===== src/common/core_settings.svh =====
// widths follow the RV32I encoding; the tag only has to outlast the few items in flight after a branch
`ifndef CORE_SETTINGS_SVH
`define CORE_SETTINGS_SVH

// ========================================
// core dimensions
// ========================================

// data path and address width in bits
`define CORE_XLEN       32

// architectural integer registers, x0 included
`define CORE_REG_COUNT  32

// flow tag width, bumped by fetch and by retire on every taken branch
`define CORE_TAG_WIDTH  3

// address of the first instruction fetched after reset
`define CORE_RESET_PC   32'h0000_0000

`endif


===== src/common/core_pkg.sv =====
// reduced RV32I subset only; every encoding outside it decodes to OP_NOP and retires with no effect
package core_pkg;

`include "core_settings.svh"

    // ========================================
    // operations
    // ========================================

    typedef enum logic [3:0] {
        OP_NOP  = 4'd0,
        OP_ADDI = 4'd1,
        OP_ADD  = 4'd2,
        OP_SUB  = 4'd3,
        OP_AND  = 4'd4,
        OP_OR   = 4'd5,
        OP_XOR  = 4'd6,
        OP_LUI  = 4'd7,
        OP_BEQ  = 4'd8,
        OP_BNE  = 4'd9,
        OP_SW   = 4'd10
    } op_e;

    // ========================================
    // stage payloads
    // ========================================

    // branches carry their own pc in store_data
    // no store happens on a branch so the field is free there
    typedef struct packed {
        op_e                    op;
        logic [`CORE_XLEN-1:0]  operand_a;
        logic [`CORE_XLEN-1:0]  operand_b;
        logic [`CORE_XLEN-1:0]  store_data;
        logic [`CORE_XLEN-1:0]  imm;
    } decoded_t;

    // result is the ALU value, the store address or the branch target
    typedef struct packed {
        op_e                    op;
        logic [`CORE_XLEN-1:0]  result;
        logic [`CORE_XLEN-1:0]  store_data;
        logic                   branch_taken;
    } retired_t;

    // operations that end with a register write
    function automatic logic op_writes_reg(op_e op);
        case (op)
            OP_ADDI, OP_ADD, OP_SUB, OP_AND, OP_OR, OP_XOR, OP_LUI: return 1'b1;
            default: return 1'b0;
        endcase
    endfunction

endpackage


===== src/common/stage_if.sv =====
// no handshake on this link; the consumer takes a new item at every edge where stall is low
`include "core_settings.svh"

interface stage_if #(
    parameter type payload_t = logic
);

    logic                        valid;
    logic [`CORE_TAG_WIDTH-1:0]  tag;
    // destination register travels beside the payload so hazard checks can read it directly
    logic [4:0]                  rd;
    payload_t                    payload;

    modport producer (output valid, tag, rd, payload);

    modport consumer (input valid, tag, rd, payload);

endinterface


===== src/decode/regbank.sv =====
// 5-bit indices assume 32 entries; x0 is never written and always reads zero
`include "core_settings.svh"

module regbank (
    input  logic                   clk,
    input  logic                   reset,
    input  logic [4:0]             rs1_i,
    input  logic [4:0]             rs2_i,
    input  logic [4:0]             rd_i,
    input  logic                   write_enable_i,
    input  logic [`CORE_XLEN-1:0]  data_i,
    output logic [`CORE_XLEN-1:0]  data1_o,
    output logic [`CORE_XLEN-1:0]  data2_o
);

    logic [`CORE_XLEN-1:0] regs [`CORE_REG_COUNT];
    logic                  writing;

    assign writing = write_enable_i && (rd_i != 5'd0);

    always_ff @(posedge clk) begin
        if (reset) begin
            for (int i = 0; i < `CORE_REG_COUNT; i++) begin
                regs[i] <= '0;
            end
        end
        else if (writing) begin
            regs[rd_i] <= data_i;
        end
    end

    // a register being written this cycle reads back the new value
    assign data1_o = (writing && rd_i == rs1_i) ? data_i : regs[rs1_i];
    assign data2_o = (writing && rd_i == rs2_i) ? data_i : regs[rs2_i];

endmodule


===== src/decode/decode.sv =====
// RV32I subset only; an instruction reading the result of the one just ahead waits one cycle
`include "core_settings.svh"

module decode (
    input  logic                        clk,
    input  logic                        reset,
    input  logic                        stall_i,
    input  logic [31:0]                 instruction_i,
    input  logic [`CORE_XLEN-1:0]       pc_i,
    input  logic [`CORE_TAG_WIDTH-1:0]  tag_i,
    input  logic                        wb_enable_i,
    input  logic [4:0]                  wb_rd_i,
    input  logic [`CORE_XLEN-1:0]       wb_data_i,
    output logic                        hazard_o,
    stage_if.producer                   to_exe_o
);

    logic [31:0]            instruction;
    logic [31:0]            held_instruction;
    logic                   replay;
    logic [4:0]             rs1;
    logic [4:0]             rs2;
    logic [4:0]             rd;
    logic [`CORE_XLEN-1:0]  rs1_data;
    logic [`CORE_XLEN-1:0]  rs2_data;
    logic [`CORE_XLEN-1:0]  imm;
    core_pkg::op_e          op;
    logic                   uses_rs1;
    logic                   uses_rs2;
    logic                   is_branch;
    core_pkg::decoded_t     decoded;

    // ========================================
    // instruction word
    // ========================================

    // the memory moves on at a held edge, so the word under decode is kept here for the replay
    always_ff @(posedge clk) begin
        held_instruction <= instruction;
    end

    always_ff @(posedge clk) begin
        if (reset) begin
            replay <= 1'b0;
        end
        else begin
            replay <= stall_i || hazard_o;
        end
    end

    assign instruction = replay ? held_instruction : instruction_i;
    assign rs1         = instruction[19:15];
    assign rs2         = instruction[24:20];
    assign rd          = instruction[11:7];

    always_comb begin
        op  = core_pkg::OP_NOP;
        imm = '0;
        case (instruction[6:0])
            7'b0110111: begin
                op  = core_pkg::OP_LUI;
                imm = {instruction[31:12], 12'b0};
            end
            7'b0010011: begin
                if (instruction[14:12] == 3'b000) begin
                    op = core_pkg::OP_ADDI;
                end
                imm = {{20{instruction[31]}}, instruction[31:20]};
            end
            7'b0110011: begin
                case ({instruction[31:25], instruction[14:12]})
                    10'b0000000_000: op = core_pkg::OP_ADD;
                    10'b0100000_000: op = core_pkg::OP_SUB;
                    10'b0000000_111: op = core_pkg::OP_AND;
                    10'b0000000_110: op = core_pkg::OP_OR;
                    10'b0000000_100: op = core_pkg::OP_XOR;
                    default:         op = core_pkg::OP_NOP;
                endcase
            end
            7'b1100011: begin
                if (instruction[14:12] == 3'b000) begin
                    op = core_pkg::OP_BEQ;
                end
                else if (instruction[14:12] == 3'b001) begin
                    op = core_pkg::OP_BNE;
                end
                imm = {{20{instruction[31]}}, instruction[7], instruction[30:25],
                       instruction[11:8], 1'b0};
            end
            7'b0100011: begin
                if (instruction[14:12] == 3'b010) begin
                    op = core_pkg::OP_SW;
                end
                imm = {{20{instruction[31]}}, instruction[31:25], instruction[11:7]};
            end
            default: begin
                op = core_pkg::OP_NOP;
            end
        endcase
    end

    assign is_branch = (op == core_pkg::OP_BEQ) || (op == core_pkg::OP_BNE);
    assign uses_rs1  = (op != core_pkg::OP_NOP) && (op != core_pkg::OP_LUI);
    assign uses_rs2  = uses_rs1 && (op != core_pkg::OP_ADDI);

    // ========================================
    // operands
    // ========================================

    regbank regbank1 (
        .clk            (clk),
        .reset          (reset),
        .rs1_i          (rs1),
        .rs2_i          (rs2),
        .rd_i           (wb_rd_i),
        .write_enable_i (wb_enable_i),
        .data_i         (wb_data_i),
        .data1_o        (rs1_data),
        .data2_o        (rs2_data)
    );

    always_comb begin
        decoded.op         = op;
        decoded.operand_a  = (op == core_pkg::OP_LUI) ? '0 : rs1_data;
        decoded.operand_b  = uses_rs2 ? rs2_data : imm;
        decoded.store_data = is_branch ? pc_i : rs2_data;
        decoded.imm        = imm;
    end

    // only the entry now in execute can be missing from the register reads
    assign hazard_o = to_exe_o.valid && core_pkg::op_writes_reg(to_exe_o.payload.op)
                      && (to_exe_o.rd != 5'd0)
                      && ((uses_rs1 && rs1 == to_exe_o.rd) || (uses_rs2 && rs2 == to_exe_o.rd));

    // ========================================
    // decode/execute register
    // ========================================

    always_ff @(posedge clk) begin
        if (reset) begin
            to_exe_o.valid <= 1'b0;
            to_exe_o.tag   <= '0;
        end
        else if (!stall_i) begin
            to_exe_o.valid <= !hazard_o;
            to_exe_o.tag   <= tag_i;
        end
    end

    always_ff @(posedge clk) begin
        if (!stall_i) begin
            to_exe_o.rd      <= rd;
            to_exe_o.payload <= decoded;
        end
    end

endmodule


===== src/verilog/fetch.sv =====
// memory must answer one edge after the address; the first decode slot after reset is a dropped dummy
`include "core_settings.svh"

module fetch (
    input  logic                        clk,
    input  logic                        reset,
    input  logic                        stall_i,
    input  logic                        hazard_i,
    input  logic                        jump_i,
    input  logic [`CORE_XLEN-1:0]       jump_target_i,
    output logic [`CORE_XLEN-1:0]       instruction_address_o,
    output logic [`CORE_XLEN-1:0]       pc_o,
    output logic [`CORE_TAG_WIDTH-1:0]  tag_o
);

    logic [`CORE_XLEN-1:0]      pc;
    logic [`CORE_TAG_WIDTH-1:0] tag;

    assign instruction_address_o = pc;

    // next address to fetch, and the flow it belongs to
    always_ff @(posedge clk) begin
        if (reset) begin
            pc  <= `CORE_RESET_PC;
            tag <= '0;
        end
        else if (!stall_i) begin
            if (jump_i) begin
                pc  <= jump_target_i;
                tag <= tag + 1'b1;
            end
            else if (!hazard_i) begin
                pc <= pc + 'd4;
            end
        end
    end

    // address and tag of the word that decode sees in the following cycle
    always_ff @(posedge clk) begin
        if (reset) begin
            pc_o  <= `CORE_RESET_PC;
            // the memory already returns the reset word now, and it comes again next cycle
            // a stale tag makes retire drop this first copy
            tag_o <= '1;
        end
        else if (!stall_i && !hazard_i) begin
            pc_o  <= pc;
            tag_o <= tag;
        end
    end

endmodule


===== src/verilog/execute.sv =====
// one ALU result per item; branch targets are taken from the pc carried in store_data
`include "core_settings.svh"

module execute (
    input  logic        clk,
    input  logic        reset,
    input  logic        stall_i,
    stage_if.consumer   from_dec_i,
    stage_if.producer   to_ret_o
);

    core_pkg::decoded_t     dec;
    core_pkg::retired_t     ret;
    logic [`CORE_XLEN-1:0]  sum;
    logic [`CORE_XLEN-1:0]  difference;
    logic                   operands_equal;

    assign dec            = from_dec_i.payload;
    assign sum            = dec.operand_a + dec.operand_b;
    assign difference     = dec.operand_a - dec.operand_b;
    assign operands_equal = (dec.operand_a == dec.operand_b);

    // ========================================
    // ALU and branch unit
    // ========================================

    always_comb begin
        ret.op           = dec.op;
        ret.store_data   = dec.store_data;
        ret.branch_taken = 1'b0;
        case (dec.op)
            // LUI arrives with a zero operand_a
            core_pkg::OP_ADDI, core_pkg::OP_ADD, core_pkg::OP_LUI: ret.result = sum;
            core_pkg::OP_SUB: ret.result = difference;
            core_pkg::OP_AND: ret.result = dec.operand_a & dec.operand_b;
            core_pkg::OP_OR:  ret.result = dec.operand_a | dec.operand_b;
            core_pkg::OP_XOR: ret.result = dec.operand_a ^ dec.operand_b;
            core_pkg::OP_SW:  ret.result = dec.operand_a + dec.imm;
            core_pkg::OP_BEQ: begin
                ret.result       = dec.store_data + dec.imm;
                ret.branch_taken = operands_equal;
            end
            core_pkg::OP_BNE: begin
                ret.result       = dec.store_data + dec.imm;
                ret.branch_taken = !operands_equal;
            end
            default: ret.result = '0;
        endcase
    end

    // ========================================
    // execute/retire register
    // ========================================

    always_ff @(posedge clk) begin
        if (reset) begin
            to_ret_o.valid <= 1'b0;
            to_ret_o.tag   <= '0;
        end
        else if (!stall_i) begin
            to_ret_o.valid <= from_dec_i.valid;
            to_ret_o.tag   <= from_dec_i.tag;
        end
    end

    always_ff @(posedge clk) begin
        if (!stall_i) begin
            to_ret_o.rd      <= from_dec_i.rd;
            to_ret_o.payload <= ret;
        end
    end

endmodule


===== src/verilog/retire.sv =====
// outputs are combinational from the execute register; every effect is held off while stall_i is high
`include "core_settings.svh"

module retire (
    input  logic                   clk,
    input  logic                   reset,
    input  logic                   stall_i,
    stage_if.consumer              from_exe_i,
    output logic                   wb_enable_o,
    output logic [4:0]             wb_rd_o,
    output logic [`CORE_XLEN-1:0]  wb_data_o,
    output logic                   jump_o,
    output logic [`CORE_XLEN-1:0]  jump_target_o,
    output logic                   mem_write_o,
    output logic [`CORE_XLEN-1:0]  mem_address_o,
    output logic [`CORE_XLEN-1:0]  mem_data_o
);

    logic [`CORE_TAG_WIDTH-1:0] retire_tag;
    logic                       live;
    core_pkg::retired_t         ret;

    assign ret = from_exe_i.payload;

    // items fetched before the last taken branch still carry the old tag
    assign live = from_exe_i.valid && (from_exe_i.tag == retire_tag) && !stall_i;

    // ========================================
    // effects of a live item
    // ========================================

    assign wb_enable_o = live && core_pkg::op_writes_reg(ret.op);
    assign wb_rd_o     = from_exe_i.rd;
    assign wb_data_o   = ret.result;

    assign mem_write_o   = live && (ret.op == core_pkg::OP_SW);
    assign mem_address_o = {ret.result[`CORE_XLEN-1:2], 2'b00};
    assign mem_data_o    = ret.store_data;

    assign jump_o        = live && ret.branch_taken;
    assign jump_target_o = ret.result;

    always_ff @(posedge clk) begin
        if (reset) begin
            retire_tag <= '0;
        end
        else if (jump_o) begin
            retire_tag <= retire_tag + 1'b1;
        end
    end

endmodule


===== src/verilog/rv32_core.sv =====
// no loads and full-word stores only; instruction_i must hold the word addressed one edge earlier
`include "core_settings.svh"

module rv32_core (
    input  logic                   clk,
    input  logic                   reset,
    input  logic                   stall_i,
    input  logic [31:0]            instruction_i,
    output logic [`CORE_XLEN-1:0]  instruction_address_o,
    output logic                   mem_write_o,
    output logic [`CORE_XLEN-1:0]  mem_address_o,
    output logic [`CORE_XLEN-1:0]  mem_data_o
);

    logic [`CORE_XLEN-1:0]      pc_decode;
    logic [`CORE_TAG_WIDTH-1:0] tag_decode;
    logic                       hazard;
    logic                       jump;
    logic [`CORE_XLEN-1:0]      jump_target;
    logic                       wb_enable;
    logic [4:0]                 wb_rd;
    logic [`CORE_XLEN-1:0]      wb_data;

    stage_if #(.payload_t(core_pkg::decoded_t)) dec_to_exe ();
    stage_if #(.payload_t(core_pkg::retired_t)) exe_to_ret ();

    // ========================================
    // pipeline stages
    // ========================================

    fetch fetch1 (
        .clk                   (clk),
        .reset                 (reset),
        .stall_i               (stall_i),
        .hazard_i              (hazard),
        .jump_i                (jump),
        .jump_target_i         (jump_target),
        .instruction_address_o (instruction_address_o),
        .pc_o                  (pc_decode),
        .tag_o                 (tag_decode)
    );

    decode decode1 (
        .clk           (clk),
        .reset         (reset),
        .stall_i       (stall_i),
        .instruction_i (instruction_i),
        .pc_i          (pc_decode),
        .tag_i         (tag_decode),
        .wb_enable_i   (wb_enable),
        .wb_rd_i       (wb_rd),
        .wb_data_i     (wb_data),
        .hazard_o      (hazard),
        .to_exe_o      (dec_to_exe.producer)
    );

    execute execute1 (
        .clk        (clk),
        .reset      (reset),
        .stall_i    (stall_i),
        .from_dec_i (dec_to_exe.consumer),
        .to_ret_o   (exe_to_ret.producer)
    );

    // retire also closes the loops back to fetch and to the register bank
    retire retire1 (
        .clk           (clk),
        .reset         (reset),
        .stall_i       (stall_i),
        .from_exe_i    (exe_to_ret.consumer),
        .wb_enable_o   (wb_enable),
        .wb_rd_o       (wb_rd),
        .wb_data_o     (wb_data),
        .jump_o        (jump),
        .jump_target_o (jump_target),
        .mem_write_o   (mem_write_o),
        .mem_address_o (mem_address_o),
        .mem_data_o    (mem_data_o)
    );

endmodule


===== config.mk =====
export PLATFORM = sky130hd
export DESIGN_NAME = rv32_core
export DESIGN_NICKNAME = d
export VERILOG_FILES = /design/src/common/core_pkg.sv /design/src/common/stage_if.sv /design/src/decode/regbank.sv /design/src/decode/decode.sv /design/src/verilog/fetch.sv /design/src/verilog/execute.sv /design/src/verilog/retire.sv /design/src/verilog/rv32_core.sv
export VERILOG_INCLUDE_DIRS = /design/src /design/src/common
export SDC_FILE = /design/constraint.sdc
export NUM_CORES = 2
export LEC_CHECK = 0
export BUFFER_PORTS_ARGS = -buffer_cell sky130_fd_sc_hd__buf_4
export CAP_MARGIN = 0
export CORE_UTILIZATION = 32
export DETAILED_ROUTE_END_ITERATION = 7
export SETUP_SLACK_MARGIN = 0.15
export SYNTH_ARGS = -nofsm -noshare
export SYNTH_HDL_FRONTEND = slang
export SYNTH_HIERARCHICAL = 1
export SYNTH_SLANG_ARGS = --single-unit
export TNS_END_PERCENT = 10

===== constraint.sdc =====
create_clock -name clk -period 11.09 [get_ports clk]
set_input_delay 2.218 -clock clk [delete_from_list [all_inputs] [get_ports clk]]
set_output_delay 2.218 -clock clk [all_outputs]
set_load 0.02 [all_outputs]

==> reports/metrics.csv <==
metric,value,unit
via_per_inst,5.81,
cts_tree,built,
synth-async-reset-ratio,0,%
crit_chain,"buf_4, nand2b_1, or4_1, nor3_1, nor2b_1, nand3b_1, nor2_2, buf_4, or2_2",
nFillCells,22600,
initialDrtViolationCount,6985,
row_count,178,
hold_start,decode1/to_exe_o.payload[33],
slowest_delay,0.96,ns
crit_required,11.51,ns
antenna_found_initial,32,
pwr-share-comb,18.5,%
postCtsHoldBufs,0,
clk_pin_slew,0.06,ns
synth_top_area_share,48.7,%
drc,0,
finalCritPeriodShare,60.2,%
place_inst,8640,
area_growth,10.3,%
cpMostUsedCell,buf_4,
h-tree-depth,4,
max-vdd-ir-drop,0.157,mV
fin_skew,0.0680,ns
place_hpwl,179000,µm
drive_gt1_share,19.8,%
vias,51900,
cellInternalPower,9660,µW
clock_latency,0.85,ns
ctsResizeCount,0,
start_kind,primary input,
clkPwrFrac,38.0,%
slew_violations,0,
layout.nets,5819,
setup_viol,0,
synth.area.top_cells,"edfxtp_1 (49%), mux4_2 (13%), and2_1 (8.5%), dfxtp_1 (3.0%), mux4_1 (2.9%)",
grt_pass1_vias,50500,
stdcell_count,8926,
hold_class,register to register,
ys_seq_area_share,51.7,%
place_congestion,0.969,
netlist_area,0.0762,mm²
numPortBuffers,129,
track_usage,21.8,%
period_minus_slack,6.68,ns
first_pass_iters,6,
critPathMaxFanout,32,
synth_edf_count,1235,
grt_max_degree,112,
cts_root_buf,clkbuf_16,
grt_pass1_wl,379000,µm
synth_seq_cells,1349,
crit_family,simple AND/OR/NAND/NOR gates,
power_leakage,0.0303,µW
start_util,32.3,%
yosys_warnings,6,
synth-main-ff-cell,edfxtp_1,
multi_input_area,0.0328,mm²
synth_cell_type_count,120,
post-cts-setup-buffers,0,
max_slew_margin,18.7,%
die_w,490,µm
rsz0062_at_grt,no,
tightestPinTransition,1.22,ns
seq_power_share,43.6,%
cts_buffers,153,
power_density,164,mW/mm²
gr-total-overflow,0,
cp-startpoint,stall_i,
clock_sinks,1349,
core-area,0.236,mm²
reg2reg_slack,5.53,ns
fmaxAchievable,150,MHz
synthCells,5814,
critPathSlowestCell,nor2_2,
critPathBufInv,2,
worstSetupEndpointType,register,
cts_max_path_buffers,3,
finalHoldViolCount,0,
cp_data_arrival_time,7.10,ns
dieArea,0.240,mm²
drt-total-wl,270000,µm
maxCapViolations,0,
dieHeight,490,µm
timing.rr.start,retire1/retire_tag[2],
fin_setup_tns,0,ns
status,completed,
avgRoutedWirePerCell,30.2,µm
path_class,primary input to register,
seq_area,0.0394,mm²
synth_area_per_cell,13.1,µm²
netlist.top_cell.by_area,edfxtp_1,
power.switching,4090,µW
ioPinCount,132,
drtAntennaViolNets,0,
switching_share,29.8,%
metrics by stage:
stage / instance area [µm²] / hold WS, ns / worst slack, ns / util, % / total power, µW
2_1_floorplan: 76300 / 0.426 / 5.48 / - / 7670
3_3_place_gp: 78900 / 0.442 / 3.81 / 33.4 / 8550
3_5_place_dp: 78900 / 0.447 / 3.75 / 33.4 / 8570
4_1_cts: 84000 / 0.441 / 4.61 / 35.6 / 13800
5_1_grt: 84000 / 0.456 / 4.36 / 35.6 / 14100
6_report: 84000 / 0.441 / 4.41 / 35.6 / 13800
layer usage:
metal  global-route usage (%)  vias to the layer above  share of wire [%]
met5                        0                        -              0.057
met4                     8.73                       22                4.4
met3                     5.03                      579                9.9
met2                     34.8                     2960                 46
met1                     28.6                    26700                 39
li1                         -                    21600                  -
state kept, by name (all words and copies together), names as in the netlist:
| register | cells |
|---|---|
| decode1/to_exe_o.payload | 132 |
| decode1/to_exe_o.valid | 1 |
| decode1/replay | 1 |
| decode1/to_exe_o.rd | 5 |
| decode1/to_exe_o.tag | 3 |
| decode1/held_instruction | 32 |
| execute1/to_ret_o.tag | 3 |
| fetch1/pc_o | 32 |
| fetch1/tag_o | 3 |
| execute1/to_ret_o.valid | 1 |
| execute1/to_ret_o.payload | 69 |
| decode1/regbank1/regs | 1024 |
| fetch1/instruction_address_o | 32 |
| execute1/to_ret_o.rd | 5 |
| fetch1/tag | 3 |
| retire1/retire_tag | 3 |
synth_stat cells, drive strengths merged (34+ instances only):
cell type  number
or4            72
buf           344
nor3           41
or2            38
a21oi         184
mux2i          54
mux2           56
o22ai         267
a211oi         34
a221oi         36
o21ai         211
mux4          508
ha            136
edfxtp       1235
nand2         296
clkbuf        304
xnor2          39
inv           137
dfxtp         114
nor2          176
and2         1032
nand3          59
path summary, 6_finish.rpt:
kind	endpoint	cells past startpoint
worst min-delay path	execute1/to_ret_o.payload[2]	0
worst max register to register	decode1/regbank1/regs[22][8]	8
worst min register to register	execute1/to_ret_o.payload[2]	0
worst max-delay path	decode1/regbank1/regs[22][8]	9
worst register-to-register path: stages (launching register included):
cell and delay, ns:
dfxtp_1 0.33, xor2_1 0.23, or4_1 0.63, nor3_1 0.96
nor2b_1 0.35, nand3b_1 0.44, nor2_2 0.96, buf_4 0.36
or2_2 0.84
layout make-up:
type	instances	area share, %
Antenna cell	6	0.0179
Clock buffer	189	4.83
Clock inverter	91	1.31
Inverter	138	0.660
Multi-Input combinational cell	3711	39.0
Sequential cell	1349	46.8
Tap cell	3150	4.69
Timing Repair Buffer	292	2.67
power groups by stage:
stage	combinational, µW	clock (µW)	sequential, µW
6_report	2540	5220	5990
5_1_grt	2640	5460	6010
4_1_cts	2490	5280	5990
3_5_place_dp	2480	0	6090
3_3_place_gp	2480	0	6080
2_1_floorplan	1670	0	6000
layout by cell type, fill, tap and decap left out, types with 56 or more instances in the layout:
cell type  Yosys  layout
edfxtp_1    1235    1235
and2_1      1032    1031
mux4_2       425     425
nand2_1      295     294
buf_4        140     287
o22ai_1      267     267
a21oi_1      179     178
clkbuf_16      0     154
nor2_1       166     139
ha_1         136     136
inv_1        133     127
o21ai_0      127     127
dfxtp_1      114     113
mux4_1        83      83
o21ai_1       81      81
or4_1         69      69
nand3_1       57      56
kinds of logic after synthesis:
| kind of cell | after synthesis | synth area share [%] |
|---|---|---|
| XOR/XNOR | 62 | 0.712 |
| AO/OA/AOI/OAI | 968 | 8.36 |
| multiplexers | 618 | 17.0 |
| adder cells (fa/ha/maj) | 139 | 2.31 |
| other | 2 | 0.00985 |
| buffers and inverters | 786 | 5.68 |
| flip-flops | 1349 | 51.7 |
| AND/OR/NAND/NOR | 1890 | 14.2 |
Power figures use the tool's default switching activity.
